===== src/display_pkg.sv =====
`default_nettype none

package display_pkg;

	typedef logic [2:0] col_idx_t;
	typedef logic [7:0] row_sel_t;

	localparam logic [7:0] COL_DARK  = 8'b1111_1111;  // columns are active low
	localparam row_sel_t   ROW_FIRST = 8'b0000_0001;

endpackage

`default_nettype wire


===== src/stacker_pkg.sv =====
`default_nettype none

package stacker_pkg;

	localparam int ROW_W      = 8;
	localparam int NUM_LEVELS = 8;

	typedef logic [ROW_W-1:0] row_t;  // one lit block per bit
	typedef logic [2:0] level_t;
	typedef logic [2:0] rate_t;      // 0 slowest, 7 fastest
	typedef logic [1:0] blocks_t;    // segment width minus one

	typedef enum logic [2:0] {
		S_LOAD,
		S_SLIDE,
		S_DROP,
		S_RELEASE,
		S_WON,
		S_LOST
	} game_state_t;

	typedef enum logic [1:0] {
		ST_PLAYING,
		ST_WON,
		ST_LOST
	} status_t;

endpackage

`default_nettype wire


===== src/board_rows.sv =====
`timescale 1ns/1ps
`default_nettype none

module board_rows (
	input  wire                       clk,
	input  wire                       reset,
	input  wire                       write,
	input  wire stacker_pkg::level_t  level,
	input  wire stacker_pkg::row_t    cur_row,
	input  wire stacker_pkg::status_t status,
	output stacker_pkg::row_t         prev_mask,
	output stacker_pkg::row_t [stacker_pkg::NUM_LEVELS-1:0] board_flat
);

	stacker_pkg::row_t [stacker_pkg::NUM_LEVELS-1:0] rows;

	always_ff @(posedge clk or negedge reset) begin
		if (!reset) begin
			rows <= '0;
		end else if (write) begin
			rows[level] <= cur_row;
		end
	end

	// floor under row 0 is solid
	assign prev_mask = (level == '0) ? stacker_pkg::row_t'('1) : rows[level - 3'd1];

	always_comb begin
		for (int i = 0; i < stacker_pkg::NUM_LEVELS; i++) begin
			board_flat[i] = rows[i];
			if (status == stacker_pkg::ST_PLAYING &&
			    level == stacker_pkg::level_t'(i)) begin
				board_flat[i] = rows[i] | cur_row;  // live segment on top
			end
		end
	end

endmodule

`default_nettype wire


===== src/matrix_scan.sv =====
`timescale 1ns/1ps
`default_nettype none

module matrix_scan (
	input  wire                    clk,
	input  wire                    reset,
	input  wire                    scan_tick,
	input  wire stacker_pkg::row_t [stacker_pkg::NUM_LEVELS-1:0] board_flat,
	output stacker_pkg::row_t      column,
	output display_pkg::row_sel_t  row_sel
);

	display_pkg::col_idx_t col_pos;
	display_pkg::row_sel_t row_pos;   // one-hot, row being addressed
	stacker_pkg::row_t     row_bits;

	always_comb begin
		row_bits = '0;
		for (int i = 0; i < stacker_pkg::NUM_LEVELS; i++) begin
			if (row_pos[i]) begin
				row_bits = row_bits | board_flat[i];
			end
		end
	end

	always_ff @(posedge clk or negedge reset) begin
		if (!reset) begin
			col_pos <= '0;
			row_pos <= display_pkg::ROW_FIRST;
			column  <= display_pkg::COL_DARK;
			row_sel <= display_pkg::ROW_FIRST;
		end else if (scan_tick) begin
			column  <= row_bits[col_pos] ? ~(stacker_pkg::row_t'(1) << col_pos)
			                             : display_pkg::COL_DARK;
			row_sel <= row_pos;
			col_pos <= col_pos + 1'b1;
			if (col_pos == '1)
				row_pos <= {row_pos[6:0], row_pos[7]};  // next row after column 7
		end
	end

	assert property (@(posedge clk) disable iff (!reset) $onehot(row_sel) && $onehot(row_pos));

endmodule

`default_nettype wire


===== src/slide_row.sv =====
`timescale 1ns/1ps
`default_nettype none

module slide_row (
	input  wire                       clk,
	input  wire                       reset,
	input  wire stacker_pkg::blocks_t blocks,
	input  wire                       slide_tick,
	input  wire                       load,
	input  wire                       drop,
	input  wire stacker_pkg::row_t    prev_mask,
	output stacker_pkg::row_t         cur_row,
	output logic                      overlap_zero
);

	stacker_pkg::row_t trimmed;
	logic              dir_down;  // 1 while moving toward bit 0
	logic              active;    // set from load until drop

	assign trimmed      = cur_row & prev_mask;
	assign overlap_zero = (trimmed == '0);

	always_ff @(posedge clk or negedge reset) begin
		if (!reset) begin
			cur_row  <= stacker_pkg::row_t'(1);
			dir_down <= 1'b0;
			active   <= 1'b0;
		end else if (load) begin
			cur_row  <= ~(stacker_pkg::row_t'('1) << (blocks + 3'd1));
			dir_down <= 1'b0;
			active   <= 1'b1;
		end else if (drop) begin
			cur_row <= trimmed;
			active  <= 1'b0;
		end else if (active && slide_tick) begin
			if (!dir_down) begin
				if (cur_row[stacker_pkg::ROW_W-1]) begin
					cur_row  <= cur_row >> 1;  // bounce off bit 7
					dir_down <= 1'b1;
				end else begin
					cur_row <= cur_row << 1;
				end
			end else begin
				if (cur_row[0]) begin
					cur_row  <= cur_row << 1;
					dir_down <= 1'b0;
				end else begin
					cur_row <= cur_row >> 1;
				end
			end
		end
	end

	// a live segment keeps at least one block until it is dropped
	assert property (@(posedge clk) disable iff (!reset) active |-> cur_row != '0);

endmodule

`default_nettype wire


===== src/stack_fsm.sv =====
`timescale 1ns/1ps
`default_nettype none

module stack_fsm (
	input  wire                   clk,
	input  wire                   reset,
	input  wire                   go,
	input  wire                   overlap_zero,
	output logic                  load,
	output logic                  drop,
	output logic                  write,
	output stacker_pkg::level_t   level,
	output stacker_pkg::status_t  status
);

	stacker_pkg::game_state_t state;
	stacker_pkg::game_state_t state_nxt;

	always_comb begin
		state_nxt = state;
		case (state)
			stacker_pkg::S_LOAD: begin
				state_nxt = stacker_pkg::S_SLIDE;
			end
			stacker_pkg::S_SLIDE: begin
				if (go)
					state_nxt = stacker_pkg::S_DROP;
			end
			stacker_pkg::S_DROP: begin
				state_nxt = stacker_pkg::S_RELEASE;
			end
			stacker_pkg::S_RELEASE: begin
				if (!go) begin  // wait for the button to come up
					if (status == stacker_pkg::ST_WON)
						state_nxt = stacker_pkg::S_WON;
					else if (status == stacker_pkg::ST_LOST)
						state_nxt = stacker_pkg::S_LOST;
					else
						state_nxt = stacker_pkg::S_LOAD;
				end
			end
			default: begin
				state_nxt = state;  // game over, board frozen
			end
		endcase
	end

	always_ff @(posedge clk or negedge reset) begin
		if (!reset) begin
			state  <= stacker_pkg::S_LOAD;
			level  <= '0;
			status <= stacker_pkg::ST_PLAYING;
		end else begin
			state <= state_nxt;
			if (state == stacker_pkg::S_DROP) begin
				if (overlap_zero)
					status <= stacker_pkg::ST_LOST;
				else if (level == stacker_pkg::level_t'(stacker_pkg::NUM_LEVELS - 1))
					status <= stacker_pkg::ST_WON;
				else
					level <= level + 1'b1;
			end
		end
	end

	assign load  = (state == stacker_pkg::S_LOAD);
	assign drop  = (state == stacker_pkg::S_SLIDE) && go;  // trim lands on the next edge
	assign write = (state == stacker_pkg::S_DROP);

	// the level counter must not wrap from the top row back to row 0
	assert property (@(posedge clk) disable iff (!reset)
		level == stacker_pkg::level_t'(stacker_pkg::NUM_LEVELS - 1)
		|=> level == stacker_pkg::level_t'(stacker_pkg::NUM_LEVELS - 1));

endmodule

`default_nettype wire


===== src/stacker_top.sv =====
`timescale 1ns/1ps
`default_nettype none

module stacker_top #(
	parameter int TICK_BASE = 50000,
	parameter int SCAN_DIV  = 100
) (
	input  wire                       clk,
	input  wire                       reset,
	input  wire                       go,
	input  wire stacker_pkg::rate_t   rate,
	input  wire stacker_pkg::blocks_t blocks,
	output stacker_pkg::row_t         column,
	output display_pkg::row_sel_t     row_sel,
	output stacker_pkg::status_t      status,
	output stacker_pkg::level_t       level
);

	logic slide_tick;
	logic scan_tick;
	logic load;
	logic drop;
	logic write;
	logic overlap_zero;
	stacker_pkg::row_t cur_row;
	stacker_pkg::row_t prev_mask;
	stacker_pkg::row_t [stacker_pkg::NUM_LEVELS-1:0] board_flat;

	tick_timer #(
		.TICK_BASE (TICK_BASE),
		.SCAN_DIV  (SCAN_DIV)
	) u_tick_timer (
		.clk        (clk),
		.reset      (reset),
		.rate       (rate),
		.slide_tick (slide_tick),
		.scan_tick  (scan_tick)
	);

	stack_fsm u_stack_fsm (
		.clk          (clk),
		.reset        (reset),
		.go           (go),
		.overlap_zero (overlap_zero),
		.load         (load),
		.drop         (drop),
		.write        (write),
		.level        (level),
		.status       (status)
	);

	slide_row u_slide_row (
		.clk          (clk),
		.reset        (reset),
		.blocks       (blocks),
		.slide_tick   (slide_tick),
		.load         (load),
		.drop         (drop),
		.prev_mask    (prev_mask),
		.cur_row      (cur_row),
		.overlap_zero (overlap_zero)
	);

	board_rows u_board_rows (
		.clk        (clk),
		.reset      (reset),
		.write      (write),
		.level      (level),
		.cur_row    (cur_row),
		.status     (status),
		.prev_mask  (prev_mask),
		.board_flat (board_flat)
	);

	matrix_scan u_matrix_scan (
		.clk        (clk),
		.reset      (reset),
		.scan_tick  (scan_tick),
		.board_flat (board_flat),
		.column     (column),
		.row_sel    (row_sel)
	);

endmodule

`default_nettype wire


===== src/tick_timer.sv =====
`timescale 1ns/1ps
`default_nettype none

module tick_timer #(
	parameter int TICK_BASE = 50000,
	parameter int SCAN_DIV  = 100
) (
	input  wire                     clk,
	input  wire                     reset,
	input  wire stacker_pkg::rate_t rate,
	output logic                    slide_tick,
	output logic                    scan_tick
);

	localparam int SLIDE_W = $clog2(TICK_BASE * 8 + 1);
	localparam int SCAN_W  = $clog2(SCAN_DIV + 1);

	logic [SLIDE_W-1:0] slide_cnt;
	logic [SLIDE_W-1:0] slide_reload;
	logic               slide_run;
	logic [SCAN_W-1:0]  scan_cnt;

	assign slide_reload = SLIDE_W'(TICK_BASE * (8 - int'(rate)) - 1);  // period minus one
	assign slide_tick   = slide_run && (slide_cnt == '0);
	assign scan_tick    = (scan_cnt == '0);

	always_ff @(posedge clk or negedge reset) begin
		if (!reset) begin
			slide_cnt <= '0;
			slide_run <= 1'b0;
		end else if (!slide_run) begin
			slide_cnt <= slide_reload - 1'b1;  // first cycle out of reset counts
			slide_run <= 1'b1;
		end else if (slide_cnt == '0) begin
			slide_cnt <= slide_reload;         // rate picked up here
		end else begin
			slide_cnt <= slide_cnt - 1'b1;
		end
	end

	always_ff @(posedge clk or negedge reset) begin
		if (!reset) begin
			scan_cnt <= SCAN_W'(SCAN_DIV - 1);
		end else if (scan_cnt == '0) begin
			scan_cnt <= SCAN_W'(SCAN_DIV - 1);
		end else begin
			scan_cnt <= scan_cnt - 1'b1;
		end
	end

	// slide period is at least two cycles for TICK_BASE of two or more
	assert property (@(posedge clk) disable iff (!reset) slide_tick |=> !slide_tick);

	generate
		if (SCAN_DIV > 1) begin : g_scan_pulse
			assert property (@(posedge clk) disable iff (!reset) scan_tick |=> !scan_tick);
		end
	endgenerate

endmodule

`default_nettype wire


===== config.mk =====
export PLATFORM = sky130hd
export DESIGN_NAME = stacker_top
export DESIGN_NICKNAME = d
export VERILOG_FILES = /design/src/display_pkg.sv /design/src/stacker_pkg.sv /design/src/board_rows.sv /design/src/matrix_scan.sv /design/src/slide_row.sv /design/src/stack_fsm.sv /design/src/stacker_top.sv /design/src/tick_timer.sv
export SDC_FILE = /design/constraint.sdc
export NUM_CORES = 1
export LEC_CHECK = 0
export CELL_PAD_IN_SITES_DETAIL_PLACEMENT = 1
export CELL_PAD_IN_SITES_GLOBAL_PLACEMENT = 1
export CORE_MARGIN = 10
export CORE_UTILIZATION = 35
export CTS_CLUSTER_SIZE = 12
export DETAILED_ROUTE_END_ITERATION = 7
export DONT_BUFFER_PORTS = 1
export PLACE_DENSITY_LB_ADDON = 0.1
export SLEW_MARGIN = 0
export SYNTH_ARGS = -nofsm -noshare
export SYNTH_HDL_FRONTEND = slang
export SYNTH_SLANG_ARGS = --single-unit

===== constraint.sdc =====
create_clock -name clk -period 5.3 [get_ports clk]
set_input_delay 0.53 -clock clk [delete_from_list [all_inputs] [get_ports clk]]
set_output_delay 0.53 -clock clk [all_outputs]
set_load 0.02 [all_outputs]

### Yosys cells after proc, flatten, opt, wreduce, memory -nomap -nowiden

Cells that the tools add are included.

* add/sub/neg operators: 9
* multiplexer cells: 49
* eq/ne operators: 16
* multiply operators: 1
* bitwise gates (word level): 20
* shift-type cells: 2
* reduce and logical (&&, ||, !) cells: 28
* magnitude comparators: 4

Operator list (number)
* $mux W8: 26
* $or A8 B8 Y8: 15
* $bwmux W64: 1
* $mux W19: 2
* $sub A19 B1 Y19 const B: 2
* $mul A13 B32 Y15 const A: 1
* $bmux W8 S3: 1
* $demux W8 S3: 1
* $logic_not A19 Y1: 1
* $sub A19 B2 Y19 const B: 1
* $not A8 Y8: 2
* $eq A3 B3 Y1 const B: 5
* $eq A3 B2 Y1 const B: 4
* $logic_and A1 B1 Y1: 12
* $lt A3 B4 Y1 const B: 3
* $mux W3: 4
* $pmux W3 S4: 1
* $mux W1: 9
* $and A8 B8 Y8: 1
* $logic_not A8 Y1: 1
* $shl A1 B3 Y8 const A: 1
* $shl A8 B3 Y8 const A: 1
* $logic_not A7 Y1: 1
* $mux W7: 1
* other kinds (20): 32

* word-level logic and storage cells: 150
* input port bits: 8
* register bits: 136
* output and inout bits: 21

### Longest topological paths before layout

* depth after elaboration: 21
* depth in mapped cells: 15
* depth with buffers taken out: 14

### Hierarchy

From an unflattened synthesis, not the netlist that was laid out.

* cells, all modules: 786
* area total of the unflattened synthesis: 8567.0 µm²

By module, submodules not included
* board_rows: cells each 288, times used 1, area an instance 3799.9 µm², sequential area each 1601.5 µm²
* tick_timer: cells each 251, times used 1, area an instance 2209.6 µm², sequential area each 680.7 µm²
* matrix_scan: cells each 137, times used 1, area an instance 1492.7 µm², sequential area each 688.2 µm²
* slide_row: cells each 79, times used 1, area an instance 658.1 µm², sequential area each 251.5 µm²
* stack_fsm: cells each 31, times used 1, area an instance 406.6 µm², sequential area each 200.2 µm²

### Worst setup path after synthesis

Ideal clock, no wire load.

* path type: input to register
* start: in rate[0]
* end: reg u_tick_timer.slide_cnt[12]
* library setup time: 126 ps
* required time: 5174 ps
* stages on the path: 13
* buffers on the path: 1
* data arrival time: 3801 ps
* setup slack: 1373 ps
* path through: buf_2 > inv_1 > ha_1 > ha_1 > ha_1 > ha_1 > xor2_1 > or4b_1 > or4_1 > o31a_1 > o211ai_1 > xnor2_1 > o21ai_0

* longest elaborated chain between the ends: 5
* elaborated cells between the ends (all ways): 6
* those cells by class: add/sub: 3; mul: 1; mux: 2

RTL lines
* start: declaration: RTL line stacker_top.sv:11 `input wire stacker_pkg::rate_t rate,`
* $sub A4 B3 Y5 *: RTL line tick_timer.sv:23 `assign slide_reload = SLIDE_W'(TICK_BASE * (8 - int'(rate)) - 1);`
* $mul A13 B32 Y15 *: RTL line tick_timer.sv:23
* $sub A19 B2 Y19 *: RTL line tick_timer.sv:23
* $sub A19 B1 Y19 or $mux W19 (tied branches): RTL line tick_timer.sv:32, tick_timer.sv:34
* $mux W19 *: RTL line tick_timer.sv:31 `end else if (!slide_run) begin`
* end signal: assignment: RTL line tick_timer.sv:32 `slide_cnt <= slide_reload - 1'b1;`
* end signal: assignment: RTL line tick_timer.sv:35 `slide_cnt <= slide_reload;`
* end signal: assignment: RTL line tick_timer.sv:37 `slide_cnt <= slide_cnt - 1'b1;`
* end: declaration: RTL line tick_timer.sv:18 `logic [SLIDE_W-1:0] slide_cnt;`

Mark *: on every way between the ends. The rest lies on a longest branch, timed or not.
A chain may end at the register's enable or synchronous reset.

### Final worst setup path

* start: reg u_stack_fsm.level[1]
* end: reg u_stack_fsm.level[1]

* longest elaborated chain between the ends: 8
* elaborated cells between the ends (all ways): 12
* those cells by class: add/sub: 2; eq/ne: 1; mux: 3; bitwise: 3; reduce/logical: 3

RTL lines
* start: declaration: RTL line stack_fsm.sv:12 `output stacker_pkg::level_t level,`
* start signal: assignment: RTL line stack_fsm.sv:61 `level <= level + 1'b1;`
* $sub A3 B1 Y3: RTL line board_rows.sv:26 `assign prev_mask = (level == '0) ? stacker_pkg::row_t'('1) : rows[level - 3'd1];`
* $bmux W8 S3: RTL line board_rows.sv:26
* $mux W8 (implied by the code): RTL line board_rows.sv:26
* $mux W8: RTL line board_rows.sv:26
* $and A8 B8 Y8: RTL line slide_row.sv:20 `assign trimmed = cur_row & prev_mask;`
* $logic_not A8 Y1: RTL line slide_row.sv:21 `assign overlap_zero = (trimmed == '0);`
* $not A1 Y1 (no source line)
* $reduce_and A3 Y1 (no source line)

Parallel ways exist; a longest one is shown, timed or not. The select of a mux whose other input is x is not followed.

==> results.md <==
* Status: completed
* Root Buffer Master: clkbuf_16
* CTS buffer count at 17
* Post-synth EDFFs at 0
* Seq/Total Area, Yosys at 40.5%
* Die X at 175 µm
* Switch share at 39.9%
* Worst setup path end: u_stack_fsm.level[1]
* Hold WC Path Type: in -> async
* Kind of critical path: reg -> reg
* RSZ-0062 raised after global routing: false
* Initial DRC Count at 417
* Final setup fails at 0
* Clk_lat worst skew at 420 ps
* Clock transition at the registers of the reported paths at 70 ps
* Total clock sinks at 136
* Area delta synth->final at 9.73%
* Vias per inst at 5.89
* Leak at 0.00416 µW
* Post-Synthesis Cells at 794
* Vias in the first global route at 6766
* Worst-Margin Slew at 923 ps
* Clock share of power at 28.0%
* Internal power at 2480 µW
* Final worst slack at 1430 ps
* Vias after detailed routing at 6445
* Post-synthesis simple-gate area fraction at 13.1%
* Final period utilization at 73.0%
* Fin nets at 806
* P_sw at 1650 µW
* Wire length of the first global-routing pass at 40800 µm
* Final Slew Violations at 0
* Core area at 23600 µm²
* Sequential power share at 38.0%
* Asr flop ratio synth at 100%
* XOR/XNOR Fraction of Synth Area at 4.25%
* Fmax achieved at 259 MHz
* Most frequent cells in the layout: dfrtp_1, mux2_2, nand2_1, nor2_1
* Compound-gate portion of the synthesized area at 16.7%
* Die area at 30800 µm²
* Busiest layer in global routing: met2
* Mapped Nets at 837
* Total GRT Usage at 16.7%
* TNS Setup at 0 ps
* Share of cells above drive strength 1 at 23.5%
* Routing usage on met1 at 22.7%
* Largest family of logic cells by synthesized area: compound AO/OA/AOI/OAI gates
* PortBufs at 0
* Pin count of the biggest net entering global routing at 137
* Most common cell after layout, fill and taps aside: dfrtp_1
* Worst setup EP type: flop
* Worst Setup Start Kind: flop
* Cell Area, Synth at 8450 µm²
* Yosys warns at 0
* Post-synthesis adder-cell area fraction at 5.18%
* RR Startpoint: u_stack_fsm.level[1]
* CTS tree: yes
* Critical path launch point: u_stack_fsm.level[1]
* Pwr Density at 446 nW/µm²
* # rows at 56
* Worst flop-to-flop path endpoint: u_stack_fsm.level[1]
* Met3 Use GR at 4.35%
* Worst EP arrival at 4170 ps
* Rel. slew slack at 38.4%
* #FFs+latches synth at 136
* Post-CTS Setup Inserts at 0
* Fin. Hold Viols at 0
* Routability congestion estimate from global placement at 0.844
* HPWL after DPL at 17900 µm
* WL final at 25700 µm
* Combinational share of power at 34.0%
* Worst R2R Path Depth at 8
* # diodes at 0
* Post-Place Setup Slack at 1240 ps
* Die Y at 175 µm
* Final worst path period need at 3870 ps
* CP max FO at 17
* Maximum buffer depth of the clock tree at 2
* Initial antenna violation count at 0
* Peak VDD IR at 0.200 mV
* Post-synth top flop: dfrtp_1
* Initial Utilization at 35.8%
* Max Clock Skew at 14.9 ps
* # H-tree levels at 4
* Syn_area_per_cell at 10.6 µm²
* First drt pass iteration count at 4
* Worst Path Required at 5600 ps
* Grt ovf at 0
* DRC Markers at 0
* Mux cell area share after synthesis at 16.1%
* Met2 usage at 25.9%
* Synth cell types at 72
* Reg-to-reg slack, setup at 1430 ps
* Ports at 29
* Wire length per cell at 23.5 µm
* Max Cap Viol at 0
* DRT antenna net count at 0
==> Yosys cell counts (all sizes together) (8+ instances only) <==
master    n  share of area, %
a21oi    24               1.5
a22oi    15               1.3
a31o     13               1.3
a41o     32               3.8
buf      12              0.78
clkbuf   47               2.1
dfrtp   121                36
dfstp    15               4.7
ha       35               5.2
inv      28               1.2
mux2     85                11
mux4     16               4.3
nand2    54               2.4
nand2b   13              0.96
nand3    10              0.59
nand4     9              0.67
nor2     42               1.9
nor3     15              0.89
nor4     11               1.0
o21ai    34               2.0
o221ai    9              0.93
o22a      8              0.83
or3       9              0.78
xnor2    25               2.6
xor2     16               1.7
==> worst min path at each step <==
stage	startpoint	endpoint	slack [ps]	cells past startpoint
after CTS	reset	u_board_rows.rows[6]	140	1
after floorplan	reset	u_board_rows.rows[0]	230	0
final	reset	u_board_rows.rows[6]	20	1
after detailed placement	reset	u_board_rows.rows[30]	240	0
after global placement	reset	u_board_rows.rows[30]	240	0
after global routing	reset	u_board_rows.rows[6]	140	1
==> per-layer routing <==
layer / up-vias / share of wire [%]
met5: - / 0
met4: 0 / 1.3
met3: 21 / 6.4
met2: 168 / 46
met1: 3333 / 47
li1: 2923 / -
==> registers in the layout, indices dropped and copies added (netlist names) <==
| signal | count |
|---|---|
| u_tick_timer.slide_cnt | 19 |
| u_board_rows.rows | 64 |
| u_matrix_scan.row_sel | 8 |
| u_slide_row.cur_row | 8 |
| u_matrix_scan.column | 8 |
| u_stack_fsm.level | 3 |
| u_tick_timer.scan_cnt | 7 |
| u_slide_row.dir_down | 1 |
| u_matrix_scan.col_pos | 3 |
| u_stack_fsm.state | 3 |
| u_matrix_scan.row_pos | 8 |
| u_stack_fsm.status | 2 |
| u_tick_timer.slide_run | 1 |
| u_slide_row.active | 1 |
==> metrics by stage <==
stage	hold slack, ps	cell area [µm²]	util [%]	instances	total power, µW
2_1_floorplan	234	8450	-	794	2520
3_3_place_gp	240	8660	36.7	1061	2910
3_5_place_dp	240	8680	36.7	1062	2960
4_1_cts	141	9270	39.3	1095	4160
5_1_grt	139	9270	39.3	1095	4390
6_report	23.9	9270	39.3	1095	4140
==> critical path, stage by stage (launching register included) <==
cell	delay (ps)
dfrtp_1	580
inv_1	220
ha_1	930
mux4_2	420
o221ai_1	280
nand4_1	170
or4_1	610
nand2_1	180
mux2_1	350
==> power groups by stage <==
stage | logic (µW) | registers (µW) | clock network (µW)
final | 1410 | 1570 | 1160
after global routing | 1530 | 1610 | 1240
after CTS | 1410 | 1570 | 1190
after detailed placement | 1370 | 1590 | 0
after global placement | 1340 | 1570 | 0
after floorplan | 1120 | 1400 | 0
==> cell type report <==
cell class / instances / area [µm²]
multi-input cells: 571 / 4690
repair buffers: 9 / 91.3
fillers: 2599 / 14300
flip-flops and latches: 136 / 3420
clock buffers: 17 / 425
clock inverters: 15 / 144
well taps: 319 / 399
inverters: 28 / 105
==> kinds of logic after synthesis <==
logic type,count (synthesis)
and+or+nand+nor,204
AOI/OAI and AO/OA,185
DFF,136
muxes,105
buffers and inverters,87
xor gates and xnor gates,41
adders and majority gates,35
other,1
==> repair_timing <==
item / 4_1_cts / 5_1_grt
resized for setup: 0 / 0
hold buffers: 1 / 0
hold endpoints to repair: 136 / 0
Note: power is estimated with default switching activity, not from simulation.
